[config.mk]
export PLATFORM = sky130hd
export DESIGN_NAME = data_cache
export DESIGN_NICKNAME = d
export VERILOG_FILES = /design/src/source/lsu_pkg.sv /design/src/source/data_cache.sv
export SDC_FILE = /design/constraint.sdc
export NUM_CORES = 1
export LEC_CHECK = 0
export BUFFER_PORTS_ARGS = -buffer_cell sky130_fd_sc_hd__buf_2
export CORE_ASPECT_RATIO = 1.2
export CORE_UTILIZATION = 56
export CTS_BUF_LIST = sky130_fd_sc_hd__clkbuf_16
export CTS_CLUSTER_SIZE = 30
export DETAILED_ROUTE_END_ITERATION = 8
export PLACE_DENSITY = 0.72
export SLEW_MARGIN = 15
export SYNTH_ARGS = -nofsm -noshare
export SYNTH_HDL_FRONTEND = slang
export SYNTH_SLANG_ARGS = --single-unit
[constraint.sdc]
create_clock -name clk -period 10.24 [get_ports clk]
set_input_delay 2.048 -clock clk [delete_from_list [all_inputs] [get_ports clk]]
set_output_delay 2.048 -clock clk [all_outputs]
set_load 0.01 [all_outputs]
[src/source/lsu_pkg.sv]
package lsu_pkg;

    // ######################################################################
    // Data path and addressing.
    // ######################################################################

    localparam int xlen        = 64;
    localparam int strb_w      = xlen / 8;
    localparam int word_addr_w = 16;
    localparam int byte_off_w  = $clog2(strb_w);      // Zero bits below a word address.
    localparam int bus_addr_w  = word_addr_w + byte_off_w;

    // Cache geometry, one word per line.
    localparam int cache_index_w = 4;
    localparam int cache_tag_w   = word_addr_w - cache_index_w;
    localparam int cache_lines   = 1 << cache_index_w;

    // RAM geometry and read timing.
    localparam int ram_words   = 1024;
    localparam int ram_index_w = $clog2(ram_words);
    localparam int mem_latency = 3;                   // Read accept to rvalid.
    localparam int lat_cnt_w   = $clog2(mem_latency + 1);

    // ######################################################################
    // Bus types.
    // ######################################################################

    typedef enum logic [1:0] {
        resp_okay   = 2'b00,
        resp_slverr = 2'b10
    } axil_resp_e;

    // Master side.
    typedef struct packed {
        logic                  arvalid;
        logic [bus_addr_w-1:0] araddr;
        logic                  rready;
        logic                  awvalid;
        logic [bus_addr_w-1:0] awaddr;
        logic                  wvalid;
        logic [xlen-1:0]       wdata;
        logic [strb_w-1:0]     wstrb;
        logic                  bready;
    } axil_req_t;

    // Slave side.
    typedef struct packed {
        logic            arready;
        logic            rvalid;
        logic [xlen-1:0] rdata;
        axil_resp_e      rresp;
        logic            awready;
        logic            wready;
        logic            bvalid;
        axil_resp_e      bresp;
    } axil_rsp_t;

endpackage

[src/source/data_cache.sv]
module data_cache
    import lsu_pkg::*;
(
    input  logic                   clk,
    input  logic                   rst,
    input  logic [word_addr_w-1:0] lookup_addr,
    input  logic                   fill_en,
    input  logic [word_addr_w-1:0] fill_addr,
    input  logic [xlen-1:0]        fill_data,
    output logic [xlen-1:0]        lookup_data,
    output logic                   lookup_hit
);

    logic [xlen-1:0]        data_mem [cache_lines];
    logic [cache_tag_w-1:0] tag_mem  [cache_lines];
    logic [cache_lines-1:0] valid;

    logic [cache_index_w-1:0] lookup_index;
    logic [cache_tag_w-1:0]   lookup_tag;
    logic [cache_index_w-1:0] fill_index;
    logic [cache_tag_w-1:0]   fill_tag;
    logic                     fill_bypass;

    assign lookup_index = lookup_addr[cache_index_w-1:0];
    assign lookup_tag   = lookup_addr[word_addr_w-1:cache_index_w];
    assign fill_index   = fill_addr[cache_index_w-1:0];
    assign fill_tag     = fill_addr[word_addr_w-1:cache_index_w];

    // Same line written this cycle.
    assign fill_bypass = fill_en && (fill_index == lookup_index);

    // ######################################################################
    // Line storage.
    // ######################################################################

    always_ff @(posedge clk) begin
        if (fill_en) begin
            data_mem[fill_index] <= fill_data;
            tag_mem[fill_index]  <= fill_tag;
        end
    end

    always_ff @(posedge clk) begin
        if (rst) begin
            valid <= '0;
        end else if (fill_en) begin
            valid[fill_index] <= 1'b1;
        end
    end

    // ######################################################################
    // Registered lookup.
    // ######################################################################

    always_ff @(posedge clk) begin
        if (fill_bypass) begin
            lookup_data <= fill_data;                  // New line wins.
        end else begin
            lookup_data <= data_mem[lookup_index];
        end
    end

    always_ff @(posedge clk) begin
        if (rst) begin
            lookup_hit <= 1'b0;
        end else if (fill_bypass) begin
            lookup_hit <= (fill_tag == lookup_tag);
        end else begin
            lookup_hit <= valid[lookup_index] && (tag_mem[lookup_index] == lookup_tag);
        end
    end

endmodule

==> Yosys cells after proc, flatten, opt, wreduce, memory -nomap -nowiden <==
Memory sizes are Yosys's and may differ from the RTL's. A register that Yosys moved wholly into a read port is not among the register bits.
Cells that the tools add are included.
{ "classes": {"n_mux": 7, "n_lt_le_gt_ge": 3, "n_reduce_logical": 3, "bitwise_logic": 1, "n_eq_ne": 3} }
{ "op_table": {"columns": ["op", "n"], "rows": [
  ["12-bit == test", 2],
  ["16-bit OR", 1],
  ["4-bit by 5-bit < comparator with 1-bit output, second input constant", 2],
  ["1-bit two-way mux", 5],
  ["1-bit binary-select mux with 4-bit select", 1],
  ["1-bit demux with 4-bit select", 1],
  ["4-bit == test", 1],
  ["4-bit by 1-bit >= comparator with 1-bit output, second input constant", 1],
  ["1-bit logical AND", 3]
]} }
{ "word_totals": {"memories": 2, "ff_bits": 17, "output_inout_bits": 65, "wordCells": 21, "input_bits": 99, "mem_bits_rw": 1216} }
{ "mem_list": {"columns": ["name", "words", "word_bits", "read_ports", "rd_clocked_by_memory_dff", "write_ports", "line", "text"], "rows": [
  ["data_mem", 16, 64, 1, 1, 1, "data_cache.sv:14", "logic [xlen-1:0] data_mem [cache_lines];"],
  ["tag_mem", 16, 12, 1, 0, 1, "data_cache.sv:15", "logic [cache_tag_w-1:0] tag_mem [cache_lines];"]
]} }

==> Logic depth before layout (Yosys ltp) <==
{ "logic_depth": {"ltp_word": 5, "depth_mapped": 10, "depth_no_buf": 7} }

==> Worst setup path before layout <==
Ideal clock, no wire load.
{ "synth_path": {"path_type": "in2reg", "startpoint": "input fill_addr[1]", "endpoint": "memory data_mem[0][0], enable pin", "setup_ns": 0.606, "stages": 2, "path_buffers": 0, "t_arrival_ns": 7.766, "path_slack_ns": 1.868, "required_ns": 9.634, "cell_sequence": "or3b_2 -> nor3_1"} }
{ "synth_rtl": {"columns": ["item", "line", "text"], "rows": [
  ["start, declared", "data_cache.sv:8", "input logic [word_addr_w-1:0] fill_addr,"],
  ["end, declared", "data_cache.sv:14", null]
]} }
No word-level cell before the write port.

==> results <==
- The run finished with clean final reports.
- After global routing the overflow that remains totals 0.
- The global-route usage over all layers is 0.244.
- The final layout contains between 2,000 and 2,500 nets.
- Post-CTS repair changed the size of 0 cells.
- Dividing the synthesized area by the synthesized cell count gives about 25 sq um.
- The number of clock sinks is around 1,200.
- The final critical-path required period is ~5.9 ns.
- In this run the worst path has a maximum fanout of approximately 120.
- between 150 and 200 I/O pins were placed.
- The post-synth design cell area is 46,800 sq um.
- The worst endpoint data arrival time is 3.80 ns.
- Setup violations remaining at the end of the flow were counted as 0.
- The die is roughly 270 microns wide.
- The clock-pin slew of the registers on the worst-case setup and hold paths is 0.06 ns.
- For this block, the routed nets add up to approximately 100 mm of wire.
- The final weighted congestion in routability-driven placement is 0.745.
- In this run the remaining antenna-violating nets after routing total 0.
- The cts-stage hold buffer count is 0.
- The H-tree was split into 3 levels.
- After detailed routing, the wire length on met1 is approximately 40 mm.
- Setup repair after global routing left no endpoint under its margin.
- In this design, the stage delay of the slowest critical-path cell is 0.77 ns.
- At the pin with the least slew margin, the transition time is 1.23 ns.
- The number of distinct standard cells referenced by the synthesized netlist is 36.
- The share of the cycle needed by the critical path after routing is 0.572.
- The total length of routed met3 wires is 6.97 mm.
- The number of endpoints with negative hold slack in the final report came to 0.
- Across the VDD grid, the largest voltage drop is 0.141 mV.
- Of the cells placed in the final design, the portion with a size suffix greater than 1 is 0.346.
- The async set or reset register ratio after synthesis is 0.
- The wire length on met2 is between 50 and 60 mm.
- The number of remaining DRC errors is 0.
- The cell count after synthesis came out at around 1,900.
- Fill cells in the final layout number ~5,300.
- The longest clock path from root to sink contains 3 buffers.
- The HPWL after detailed placement is between 50 and 60 mm.
- In this run the standard cell core region covers between 80,000 and 90,000 sq um.
- The via density per instance is ~6.3.
- Relative to the synthesized area, the layout overhead comes to 13.0%.
- For this run, the leading register cell type out of synthesis is sky130_fd_sc_hd__edfxtp_1.
- The TritonCTS clock tree is yes.
- The static leakage is 0.0168 uW.
- The worst setup path is captured at an output port.
- After synthesis, the cell types taking the most area are sky130_fd_sc_hd__edfxtp_1, sky130_fd_sc_hd__mux4_2, sky130_fd_sc_hd__dfxtp_1, sky130_fd_sc_hd__mux2i_1, sky130_fd_sc_hd__xnor2_1.
- The critical path start-end classification is reg -> out.
- The clock arrives with ~0.024 ns of skew.
- The worst hold path belongs to the class reg -> reg.
- The synthesized design contains around 1,200 enable-type register cells.
- OpenSTA, run right after detailed placement, puts the worst setup slack at ~5 ns.
- For the final routed database, the setup TNS stands at 0 ns.
- Based on the critical path, the design can be clocked at up to between 0.15 and 0.2 GHz.
- The standard cell with the maximum stage delay on the critical path is sky130_fd_sc_hd__dfxtp_4.
- The die area is between 80,000 and 90,000 sq um.
- Once the clock tree was built, the setup fixing pass inserted 0 buffers.
- The final max-slew violation count is 0.
- The kind of cell with the highest combined delay along the critical path is multiplexers.
- The number of antenna violations at the first check in global routing is 12.
- Buffers inserted during clock tree synthesis total 113.
- The insertion delay to the later sink of the worst-skew pair is approximately 0.68 ns.
- For this block, the via count after detailed routing is between 20,000 and 25,000.
- The startpoint type of the worst setup path is a register.
- The chip height is around 320 microns.
- The number of placement rows is about 120.
- The first global-routing pass estimated roughly 150 mm of wire.
- The sequential share of the synthesized area is 0.789.
- The initial standard-cell utilization of the core is 0.569.
- The max-capacitance violation count is 0.
- The total power density per cell area is approximately 200 nW/um^2.
- The top routing layer in use is met5.
- The synthesized design spends more area on one cell type than any other, namely sky130_fd_sc_hd__edfxtp_1.
- The cell repeated most along the worst path is sky130_fd_sc_hd__mux4_2.
- On the final layout, the worst hold slack is about 0.47 ns.
- The area share of the largest cell type after synthesis is 0.780.
- The synthesized design contains around 1,200 register bits.
- The average detailed-routed wire length per instance is 30.3 microns.
- The number of nets in the synthesized netlist is approximately 2,000.
- The number of buffer and inverter stages on the critical path is 2.
- For this block, the initial DRC count from the detailed router was about 2,400.
- Yosys printed 0 warnings.
- The via count of the first global-routing pass is roughly 22,000.
- The setup slack of the critical path after layout is around 4.4 ns.
- The cell at the root of the clock tree is sky130_fd_sc_hd__clkbuf_16.
- The first detailed-routing pass took 5 iterations.
- The critical path data required time is approximately 8.2 ns.
- Walking the worst path, the cells encountered are buf_12 > mux4_2 > mux4_2 > buf_2.
- The tightest slew margin relative to the limit is 0.179.
- Buffers placed on the I/O ports in this run total roughly 160.
- Entering global routing, the biggest net connects 159 pins.
## worst paths after layout
| check | from | endpoint | slack (ns) | depth (start not counted) |
|---|---|---|---|---|
| max | register | lookup_data[18] | 4.39 | 4 |
| min | valid[4]$_SDFFE_PP0P_ | valid[4]$_SDFFE_PP0P_ | 0.47 | 2 |
| max reg2reg | tag_mem[11][0]$_DFFE_PP_ | lookup_hit$_SDFF_PP0_ | 8.10 | 7 |
| min reg2reg | valid[4]$_SDFFE_PP0P_ | valid[4]$_SDFFE_PP0P_ | 0.47 | 2 |
## flip-flops by register name, summed over array words and instances, names as in the netlist, named ones only
| name | cells |
|---|---|
| data_mem | 1024 |
| valid | 16 |
| tag_mem | 192 |
| lookup_hit | 1 |
## final cells by class
class                   count  area (sq um)  area share
repair buffers            206          1180      0.0222
clock buffers             116          2900      0.0549
diodes                      3          7.51    0.000142
inverters                   3          11.3    0.000213
multi-input cells         546          9540       0.180
clock inverters            94           921      0.0174
well taps                1111          1390      0.0263
flip-flops and latches   1237         37000       0.698
## worst min-delay path, cell delays in order (launching register included)
cell and delay (ns):
sky130_fd_sc_hd__dfxtp_1 0.32, sky130_fd_sc_hd__nor2_1 0.05, sky130_fd_sc_hd__nor2_1 0.07
## stage by stage
step / util / area (sq um) / total power (uW) / cells
3_5_place_dp: 0.596 / 49100 / 6350 / 3103
6_report: 0.643 / 52900 / 10500 / 3316
3_3_place_gp: 0.596 / 49100 / 6330 / 3103
4_1_cts: 0.643 / 52900 / 10600 / 3313
5_1_grt: 0.643 / 52900 / 10800 / 3314
2_1_floorplan: - / 46800 / 6130 / 1882
## layer usage
metal	vias up	track usage
li1	8567	-
met1	11400	0.348
met2	859	0.399
met3	159	0.0351
met4	14	0.0718
met5	-	0
## kinds of logic (layout without fill, tap and decap cells)
group                     after synthesis  after routing  share of synthesized area
DFF                                  1237           1237                      0.789
muxes                                 393            393                      0.182
and+or+nand+nor                        94             94                    0.00943
buffers and inverters                  99            419                    0.00957
AOI/OAI and AO/OA                      25             25                    0.00401
xor gates and xnor gates               34             34                    0.00636
other                                   0              3                          0
## cell usage after synthesis, types with 2 or more instances
master,count
sky130_fd_sc_hd__a2111oi_0,3
sky130_fd_sc_hd__a211oi_1,3
sky130_fd_sc_hd__a21oi_1,4
sky130_fd_sc_hd__a221oi_1,6
sky130_fd_sc_hd__buf_1,19
sky130_fd_sc_hd__buf_2,27
sky130_fd_sc_hd__buf_4,3
sky130_fd_sc_hd__buf_6,2
sky130_fd_sc_hd__clkbuf_1,44
sky130_fd_sc_hd__dfxtp_1,21
sky130_fd_sc_hd__edfxtp_1,1216
sky130_fd_sc_hd__inv_1,3
sky130_fd_sc_hd__mux2i_1,28
sky130_fd_sc_hd__mux4_1,4
sky130_fd_sc_hd__mux4_2,360
sky130_fd_sc_hd__nand2_1,12
sky130_fd_sc_hd__nand2b_1,4
sky130_fd_sc_hd__nand3_1,4
sky130_fd_sc_hd__nand3b_1,2
sky130_fd_sc_hd__nand4_1,3
sky130_fd_sc_hd__nor2_1,45
sky130_fd_sc_hd__nor2b_1,11
sky130_fd_sc_hd__nor3_1,9
sky130_fd_sc_hd__o21ai_0,5
sky130_fd_sc_hd__xnor2_1,22
sky130_fd_sc_hd__xor2_1,12
## power by group
| part | switching [uW] | leakage (uW) | internal (uW) |
|---|---|---|---|
| sequential | 41.3 | 0.0112 | 5660 |
| clock | 1790 | 0.00194 | 2500 |
| combinational | 294 | 0.00369 | 236 |
| total | 2120 | 0.0168 | 8400 |
## layout by cell type, fill, tap and decap left out, drive strengths merged, types with 6 or more instances in the layout
master / count
a221oi: 6
buf: 206
bufinv: 18
clkbuf: 116
clkinv: 46
clkinvlp: 9
dfxtp: 21
edfxtp: 1216
inv: 24
mux2i: 28
mux4: 364
nand2: 12
nor2: 45
nor2b: 11
nor3: 9
xnor2: 22
xor2: 12
No activity file was read; power rests on OpenSTA's default activity.
