**src/source/lsu_pkg.sv**
```systemverilog
package lsu_pkg;

    // ######################################################################
    // Data path and addressing.
    // ######################################################################

    localparam int xlen        = 64;
    localparam int strb_w      = xlen / 8;
    localparam int word_addr_w = 16;
    localparam int byte_off_w  = $clog2(strb_w);      // Zero bits below a word address.
    localparam int bus_addr_w  = word_addr_w + byte_off_w;

    // Cache geometry, one word per line.
    localparam int cache_index_w = 4;
    localparam int cache_tag_w   = word_addr_w - cache_index_w;
    localparam int cache_lines   = 1 << cache_index_w;

    // RAM geometry and read timing.
    localparam int ram_words   = 1024;
    localparam int ram_index_w = $clog2(ram_words);
    localparam int mem_latency = 3;                   // Read accept to rvalid.
    localparam int lat_cnt_w   = $clog2(mem_latency + 1);

    // ######################################################################
    // Bus types.
    // ######################################################################

    typedef enum logic [1:0] {
        resp_okay   = 2'b00,
        resp_slverr = 2'b10
    } axil_resp_e;

    // Master side.
    typedef struct packed {
        logic                  arvalid;
        logic [bus_addr_w-1:0] araddr;
        logic                  rready;
        logic                  awvalid;
        logic [bus_addr_w-1:0] awaddr;
        logic                  wvalid;
        logic [xlen-1:0]       wdata;
        logic [strb_w-1:0]     wstrb;
        logic                  bready;
    } axil_req_t;

    // Slave side.
    typedef struct packed {
        logic            arready;
        logic            rvalid;
        logic [xlen-1:0] rdata;
        axil_resp_e      rresp;
        logic            awready;
        logic            wready;
        logic            bvalid;
        axil_resp_e      bresp;
    } axil_rsp_t;

endpackage

```
**src/source/load_store_unit.sv**
```systemverilog
module load_store_unit
    import lsu_pkg::*;
(
    input  logic                   clk,
    input  logic                   rst,
    input  logic                   prev_stalled,
    input  logic                   do_load,
    input  logic                   do_store,
    input  logic [word_addr_w-1:0] addr,
    input  logic [xlen-1:0]        store_data,
    input  logic [strb_w-1:0]      store_mask,
    input  axil_rsp_t              bus_rsp,
    input  logic [xlen-1:0]        lookup_data,
    input  logic                   lookup_hit,
    output logic                   stall_next,
    output logic [xlen-1:0]        load_data,
    output logic                   access_fault,
    output axil_req_t              bus_req,
    output logic [word_addr_w-1:0] lookup_addr,
    output logic                   fill_en,
    output logic [word_addr_w-1:0] fill_addr,
    output logic [xlen-1:0]        fill_data
);

    typedef enum logic [2:0] {
        idle,
        load_check,
        load_pending,
        store_check,
        store_pending
    } lsu_state_e;

    lsu_state_e state;

    logic [word_addr_w-1:0] addr_buf;
    logic [xlen-1:0]        store_data_buf;
    logic [strb_w-1:0]      store_mask_buf;
    logic [xlen-1:0]        merged_data;

    logic issue_load;
    logic issue_store;
    logic can_accept;
    logic accept_load;
    logic accept_store;

    logic awvalid_q;
    logic wvalid_q;
    logic aw_done;
    logic w_done;
    logic ar_fire;
    logic aw_fire;
    logic w_fire;
    logic store_done;

    // ######################################################################
    // Request acceptance.
    // ######################################################################

    assign issue_load   = !prev_stalled && do_load && !do_store;
    assign issue_store  = !prev_stalled && do_store && !do_load;
    assign can_accept   = (state == idle) || !stall_next;
    assign accept_load  = can_accept && issue_load;
    assign accept_store = can_accept && issue_store;

    always_ff @(posedge clk) begin
        if (accept_load || accept_store) begin
            addr_buf       <= addr;
            store_data_buf <= store_data;
            store_mask_buf <= store_mask;
        end
    end

    // New request looks up straight from the pipeline.
    assign lookup_addr = (accept_load || accept_store) ? addr : addr_buf;

    // ######################################################################
    // Handshake tracking.
    // ######################################################################

    assign ar_fire    = bus_req.arvalid && bus_rsp.arready;
    assign aw_fire    = awvalid_q && bus_rsp.awready;
    assign w_fire     = wvalid_q && bus_rsp.wready;
    assign store_done = (aw_fire || aw_done) && (w_fire || w_done);

    always_ff @(posedge clk) begin
        if (rst) begin
            awvalid_q <= 1'b0;
            wvalid_q  <= 1'b0;
        end else if (accept_store) begin
            awvalid_q <= 1'b1;
            wvalid_q  <= 1'b1;
        end else begin
            if (aw_fire) awvalid_q <= 1'b0;
            if (w_fire)  wvalid_q  <= 1'b0;
        end
    end

    always_ff @(posedge clk) begin
        if (rst) begin
            aw_done <= 1'b0;
            w_done  <= 1'b0;
        end else if (store_done) begin
            aw_done <= 1'b0;
            w_done  <= 1'b0;
        end else begin
            if (aw_fire) aw_done <= 1'b1;
            if (w_fire)  w_done  <= 1'b1;
        end
    end

    // ######################################################################
    // State machine.
    // ######################################################################

    always_ff @(posedge clk) begin
        if (rst) begin
            state <= idle;
        end else if (can_accept) begin
            if (accept_load) begin
                state <= load_check;
            end else if (accept_store) begin
                state <= store_check;
            end else begin
                state <= idle;
            end
        end else begin
            case (state)
                load_check:  if (ar_fire) state <= load_pending;   // Miss sent.
                store_check: state <= store_pending;
                default:     state <= state;
            endcase
        end
    end

    always_comb begin
        case (state)
            load_check:    stall_next = !lookup_hit;
            load_pending:  stall_next = !bus_rsp.rvalid;
            store_check:   stall_next = !store_done;
            store_pending: stall_next = !store_done;
            default:       stall_next = 1'b1;
        endcase
    end

    assign load_data    = (state == load_pending) ? bus_rsp.rdata : lookup_data;
    assign access_fault = (state == load_pending) && bus_rsp.rvalid
                          && (bus_rsp.rresp != resp_okay);

    // ######################################################################
    // Cache update.
    // ######################################################################

    always_comb begin
        for (int i = 0; i < strb_w; i++) begin
            merged_data[i*8 +: 8] = store_mask_buf[i] ? store_data_buf[i*8 +: 8]
                                                      : lookup_data[i*8 +: 8];
        end
    end

    always_comb begin
        fill_en   = 1'b0;
        fill_data = bus_rsp.rdata;
        case (state)
            load_pending: fill_en = bus_rsp.rvalid && (bus_rsp.rresp == resp_okay);
            store_check: begin
                fill_en   = lookup_hit;                 // No allocate on store miss.
                fill_data = merged_data;
            end
            default: fill_en = 1'b0;
        endcase
    end

    assign fill_addr = addr_buf;

    // Bus drive.
    always_comb begin
        bus_req         = '0;
        bus_req.arvalid = (state == load_check) && !lookup_hit;
        bus_req.araddr  = {addr_buf, {byte_off_w{1'b0}}};
        bus_req.rready  = (state == load_pending);
        bus_req.awvalid = awvalid_q;
        bus_req.awaddr  = {addr_buf, {byte_off_w{1'b0}}};
        bus_req.wvalid  = wvalid_q;
        bus_req.wdata   = store_data_buf;
        bus_req.wstrb   = store_mask_buf;
        bus_req.bready  = 1'b1;
    end

endmodule

```
**config.mk**
```make
export PLATFORM = sky130hd
export DESIGN_NAME = load_store_unit
export DESIGN_NICKNAME = d
export VERILOG_FILES = /design/src/source/lsu_pkg.sv /design/src/source/load_store_unit.sv
export SDC_FILE = /design/constraint.sdc
export NUM_CORES = 1
export LEC_CHECK = 0
export ABC_AREA = 1
export BUFFER_PORTS_ARGS = -buffer_cell sky130_fd_sc_hd__buf_2
export CAP_MARGIN = 20
export CORE_AREA = 3 3 197 199
export CTS_BUF_LIST = sky130_fd_sc_hd__clkbuf_4 sky130_fd_sc_hd__clkbuf_8
export DETAILED_ROUTE_END_ITERATION = 6
export DIE_AREA = 0 0 200 202
export PLACE_DENSITY = 0.44
export SYNTH_ARGS = -nofsm -noshare
export SYNTH_HDL_FRONTEND = slang
export SYNTH_SLANG_ARGS = --single-unit
```
**constraint.sdc**
```tcl
create_clock -name clk -period 3.9 [get_ports clk]
set_input_delay 0 -clock clk [delete_from_list [all_inputs] [get_ports clk]]
set_output_delay 0 -clock clk [all_outputs]
set_load 0.02 [all_outputs]
```
---- Word-level counts from Yosys, hierarchy flattened ----
Index checks and enable logic that the tools add are counted.
word-level totals
  memory bits (read-only) ................. 0
  bits in registers ....................... 95
  memories ................................ 0
  bits in writable memories ............... 0
  logic and storage cells ................. 69
  input bits .............................. 231
  output and inout bits ................... 278
  bits in latches ......................... 0
operators by class
  bitwise gates (word level) .............. 0
  multipliers ............................. 0
  reductions and logical operators ........ 34
  $lt $le $gt $ge ......................... 0
  mux-type cells .......................... 22
  div/mod/pow operators ................... 0
  add/sub/neg operators ................... 0
  shift-type cells ........................ 0
  equality and inequality tests ........... 5
operators by type and width
  operator                                             count
  2-to-1 mux 64 bit                                    2
  2-to-1 mux 8 bit                                     8
  2-to-1 mux 16 bit                                    1
  logical AND 1 bit                                    14
  logical NOT 1 bit                                    7
  equality test 3 x 2 -> 1 bit, second input constant  2
  2-to-1 mux 3 bit                                     2
  case mux 3 bit (2 select lines)                      1
  nonzero test 2 bit                                   3
  logical OR 1 bit                                     4
  2-to-1 mux 1 bit                                     4
  2-to-1 mux 2 bit                                     2
  OR reduction 2 bit                                   2
  equality test 3 x 1 -> 1 bit, second input constant  1
  equality test 3 bit, second input constant           1
  logical NOT 3 bit                                    1
  != test 3 bit, second input constant                 1
  case mux 1 bit (3 select lines)                      1
  nonzero test 3 bit                                   1
  logical NOT 2 bit                                    1
  case mux 1 bit (2 select lines)                      1
  AND reduction 2 bit                                  1

---- Depth between registers and ports, before layout ----
  depth in word-level cells ............... 11
  depth in mapped cells ................... 11
  gate-level depth less buffers ........... 10

---- Least setup slack after synthesis ----
Ideal clock, no wire load.
  kind .................................... reg2reg
  start point ............................. reg state[2]
  end point ............................... reg addr_buf[4] (netlist: fill_addr[4])
  period minus slack after synthesis ...... 1.911 ns
  data required time ...................... 3.729 ns
  arrival ................................. 1.740 ns
  stages on the path, launching flop included .. 12
  setup slack ............................. 1.989 ns
  path buffers ............................ 1
  setup time .............................. 0.171 ns
  cell sequence ........................... dfxtp_1 -> inv_2 -> nand2_1 -> nor2_1 -> nor2_2 -> nand3_4 -> nand2_4 -> nand2_8 -> inv_8 -> buf_12 -> nand2_4 -> nand2_1
on the way
  cells in the longest elaborated chain, start to end .. 8
  elaborated cells between the ends (all ways) .. 13
  classes of those cells .................. eq/ne: 4; mux: 2; reduce/logical: 7
ends and longest elaborated chain
  element                                                              line                                          RTL
  start: declaration                                                   load_store_unit.sv:33                         lsu_state_e state;
  start signal: assignment                                             load_store_unit.sv:117                        state <= idle;
  start signal: assignment                                             load_store_unit.sv:120                        state <= load_check;
  start signal: assignment                                             load_store_unit.sv:122                        state <= store_check;
  equality test 3 x 2 -> 1 bit or equality test 3 bit (tied branches)  load_store_unit.sv:136                        case (state)
  OR reduction 2 bit (no source line)                                  n/a
  case mux 1 bit (3 select lines) (*)                                  load_store_unit.sv:136
  net stall_next                                                       load_store_unit.sv:15                         output logic stall_next,
  logical NOT 1 bit (*)                                                load_store_unit.sv:61                         assign can_accept = (state == idle) || !stall_next;
  logical OR 1 bit (*)                                                 load_store_unit.sv:61
  logical AND 1 bit (on tied branches)                                 load_store_unit.sv:62, load_store_unit.sv:63
  logical OR 1 bit (*)                                                 n/a
  2-to-1 mux 16 bit (*)                                                n/a
  net lookup_addr[4]                                                   load_store_unit.sv:19                         output logic [word_addr_w-1:0] lookup_addr,
  end signal: assignment                                               load_store_unit.sv:67                         addr_buf <= addr;
  end: declaration                                                     load_store_unit.sv:35                         logic [word_addr_w-1:0] addr_buf;
The timed path passes the listed nets; every way through them passes the cells marked *.
A chain may end at the register's enable or synchronous reset.

---- Worst setup path in the final report ----
  start point ............................. reg state[0]
  end point ............................... out lookup_addr[9]
on the way
  cells in the longest elaborated chain, start to end .. 8
  elaborated cells between the ends (all ways) .. 13
  classes of those cells .................. eq/ne: 4; mux: 2; reduce/logical: 7
ends and longest elaborated chain
  element                                                              line                                          RTL
  equality test 3 x 2 -> 1 bit or equality test 3 bit (tied branches)  load_store_unit.sv:136
  OR reduction 2 bit (no source line)                                  n/a
  case mux 1 bit (3 select lines)                                      load_store_unit.sv:136
  logical NOT 1 bit                                                    load_store_unit.sv:61
  logical OR 1 bit (*)                                                 load_store_unit.sv:61
  logical AND 1 bit (on tied branches)                                 load_store_unit.sv:62, load_store_unit.sv:63
  logical OR 1 bit (*)                                                 load_store_unit.sv:74                         assign lookup_addr = (accept_load || accept_store) ? addr : addr_buf;
  2-to-1 mux 16 bit (*)                                                n/a
  end: declaration                                                     load_store_unit.sv:19
Mark *: on every way between the ends. The rest lies on a longest branch, timed or not.

==> results.sh <==
export IMPL_ant_nets=0
export IMPL_worstMarginPinSlew_ps=879
export IMPL_hpwl_um=20100
export IMPL_grt_pass1_wl_um=37100
export IMPL_max_stage_delay_ps=520
export IMPL_drc=0
export IMPL_io_pins=509
export IMPL_clk_pin_slew_ps=100
export IMPL_clock_latency_ps=420
export IMPL_synth_mux_area_share_pct=0
export IMPL_hold_ws_ps=88.5
export IMPL_grtUsageTotal_pct=12.1
export IMPL_final_layout_size_suffix_gt1_share_pct=42.8
export IMPL_worstSetupPathType="reg -> out"
export IMPL_numClockSinks=95
export IMPL_fin_crit_ps=2870
export IMPL_syn_cell_area_um2=5820
export IMPL_end_kind="primary output"
export IMPL_worst_path_max_delay_cell="inv_8"
export IMPL_ys_flop_type="edfxtp_1"
export IMPL_skew_ps=21.1
export IMPL_vias=6864
export IMPL_period_share_pct=73.7
export IMPL_multi_input_area_um2=2170
export IMPL_synth_xor_area_share_pct=0.279
export IMPL_dieArea_um2=40400
export IMPL_start_util_pct=15.6
export IMPL_clockBufferDepth=2
export IMPL_avgSynthCellArea_um2=7.84
export IMPL_cts_buffers=9
export IMPL_synthCells=743
export IMPL_core_area_um2=37400
export IMPL_ir_worst_vdd_uv=251
export IMPL_yosysMostFrequentCell="nand2_1"
export IMPL_ys_warn_count=0
export IMPL_die_y_um=202
export IMPL_synth_top_family_by_area="compound AO/OA/AOI/OAI gates"
export IMPL_ys_ff_latch=95
export IMPL_cts_tree="yes"
export IMPL_finish_utilization_pct=25.8
export IMPL_hold_path_class="in -> reg"
export IMPL_diodes=0
export IMPL_clockRootBuffer="clkbuf_8"
export IMPL_setup_tns_ps=0
export IMPL_relSlewSlack_pct=41.4
export IMPL_yosys_area_top_type_share_pct=37.1
export IMPL_synthTopCellsByCount="176 x nand2_1, 142 x inv_1, 129 x o21ai_0"
export IMPL_antenna_found_initial=0
export IMPL_wl_per_cell_um=14.5
export IMPL_synth_edf_count=72
export IMPL_grt_overflow_total=0
export IMPL_fin_nets=1498
export IMPL_synth_top_area_cell="edfxtp_1"
export IMPL_worstPathArrival_ps=2870
export IMPL_cts_resized=0
export IMPL_powerDensity_nw_per_um2=356
export IMPL_viasPerCell=3.85
export IMPL_synth_compound_area_share_pct=19.7
export IMPL_crit_required_ps=3900
export IMPL_h_tree_depth=3
export IMPL_grt_pass1_vias=6610
export IMPL_synth_top_cells_by_area="edfxtp_1 37%, nand2_1 11%, o21ai_0 11%"
export IMPL_grt_max_degree=89
export IMPL_p_leak_uw=0.00506
export IMPL_seqCellArea_um2=2620
export IMPL_ys_seq_area_share_pct=45.0
export IMPL_drt_iter0_drc=286
export IMPL_cp_cell_sequence="inv_1 > nand3_4 > nor2_1 > nor2_2 > nand3_4 > nand2_4 > nand2_8 > inv_8 > nand2_1 > nand2_1 > buf_2"
export IMPL_final_hold_viol_count=0
export IMPL_rsz0062_at_grt="false"
export IMPL_die_x_um=200
export IMPL_setup_violations=0
export IMPL_async_flop_share_pct=0
export IMPL_status="complete, no violations"
export IMPL_io_buffers=498
export IMPL_synth_fa_ha_area_share_pct=0
export IMPL_path_max_fanout=88
export IMPL_wl_um=25900
export IMPL_fmax_mhz=348
export IMPL_maxCapViolCount=0
export IMPL_drv_slew=0
export IMPL_ys_types=29
export IMPL_rows=71
export IMPL_dr_pass1_iters=5
export IMPL_startpoint_type="flip-flop"
export IMPL_yosys_area_share_simple_pct=16.6
export IMPL_routabilityCongestion=0.802
export IMPL_fill_cells=4118
export IMPL_areaGrowthSynthToFinish_pct=65.8
## worst max-delay path: cells and delay by family, from the launching register on
kind                   cells  cell delay, ps
flip-flops                 1             440
buffers and inverters      3             780
AND/OR/NAND/NOR            8            1190
## through the flow
step / cells / setup WS (ps) / instance area (µm²) / power [µW]
2_1_floorplan: 748 / 1990 / 5840 / 2250
4_1_cts: 1783 / 866 / 9660 / 3510
3_3_place_gp: 1673 / 1420 / 8520 / 2690
3_5_place_dp: 1673 / 1370 / 8520 / 2680
6_report: 1783 / 1030 / 9660 / 3440
5_1_grt: 1783 / 618 / 9660 / 3660
## flip-flops by register name (all words and copies together) (netlist names)
register and count:
awvalid_q 1, aw_done 1, w_done 1, fill_addr 16, store_data_buf 64, store_mask_buf 8
state 3, wvalid_q 1
## layout make-up
class	count	area share, %
clock inverters	6	0.622
multi-input cells	422	22.4
repair buffers	595	36.1
inverters	144	5.69
flip-flops and latches	95	27.2
clock buffers	10	1.43
well taps	511	6.62
## placed cells by master, fill, tap and decap left out, drive strengths merged, types with 6 or more instances in the layout
cell type,instances
dfxtp,23
o21ai,129
nand2,195
conb,7
inv,143
buf,501
dlygate4sd3,94
nand3,6
clkbuf,10
nor2,12
edfxtp,72
o211ai,64
## logic make-up after synthesis
group                     count (synthesis)
xor gates and xnor gates                  1
other                                     2
DFF                                      95
AOI/OAI and AO/OA                       197
and+or+nand+nor                         217
buffers and inverters                   231
## report_power, final
part           internal [µW]  leakage [µW]  switching [µW]
combinational            480       0.00410             911
clock                    311     0.0000997             397
sequential              1220      0.000860             120
## layer usage
layer	vias up	wire [µm]	track usage, %
li1	3392	-	-
met1	3107	9770	12.7
met2	346	13400	22.8
met3	19	2260	4.23
met4	0	376	3.12
met5	-	0	0
## timing repair
action / in CTS / in global routing
buffers inserted: 0 / 0
endpoints found under the hold margin: 95 / 0
hold buffers: 94 / 0
## path summary, 6_finish.rpt
check | from | end | slack, ps | depth (start not counted)
worst max-delay path | state[0] | lookup_addr[9] | 1030 | 11
worst min-delay path | do_load | state[1] | 90 | 6
worst max register to register | state[0] | store_data_buf[17] | 1370 | 8
worst min register to register | fill_addr[12] | fill_addr[12] | 510 | 2
No activity file was read; power rests on OpenSTA's default activity.
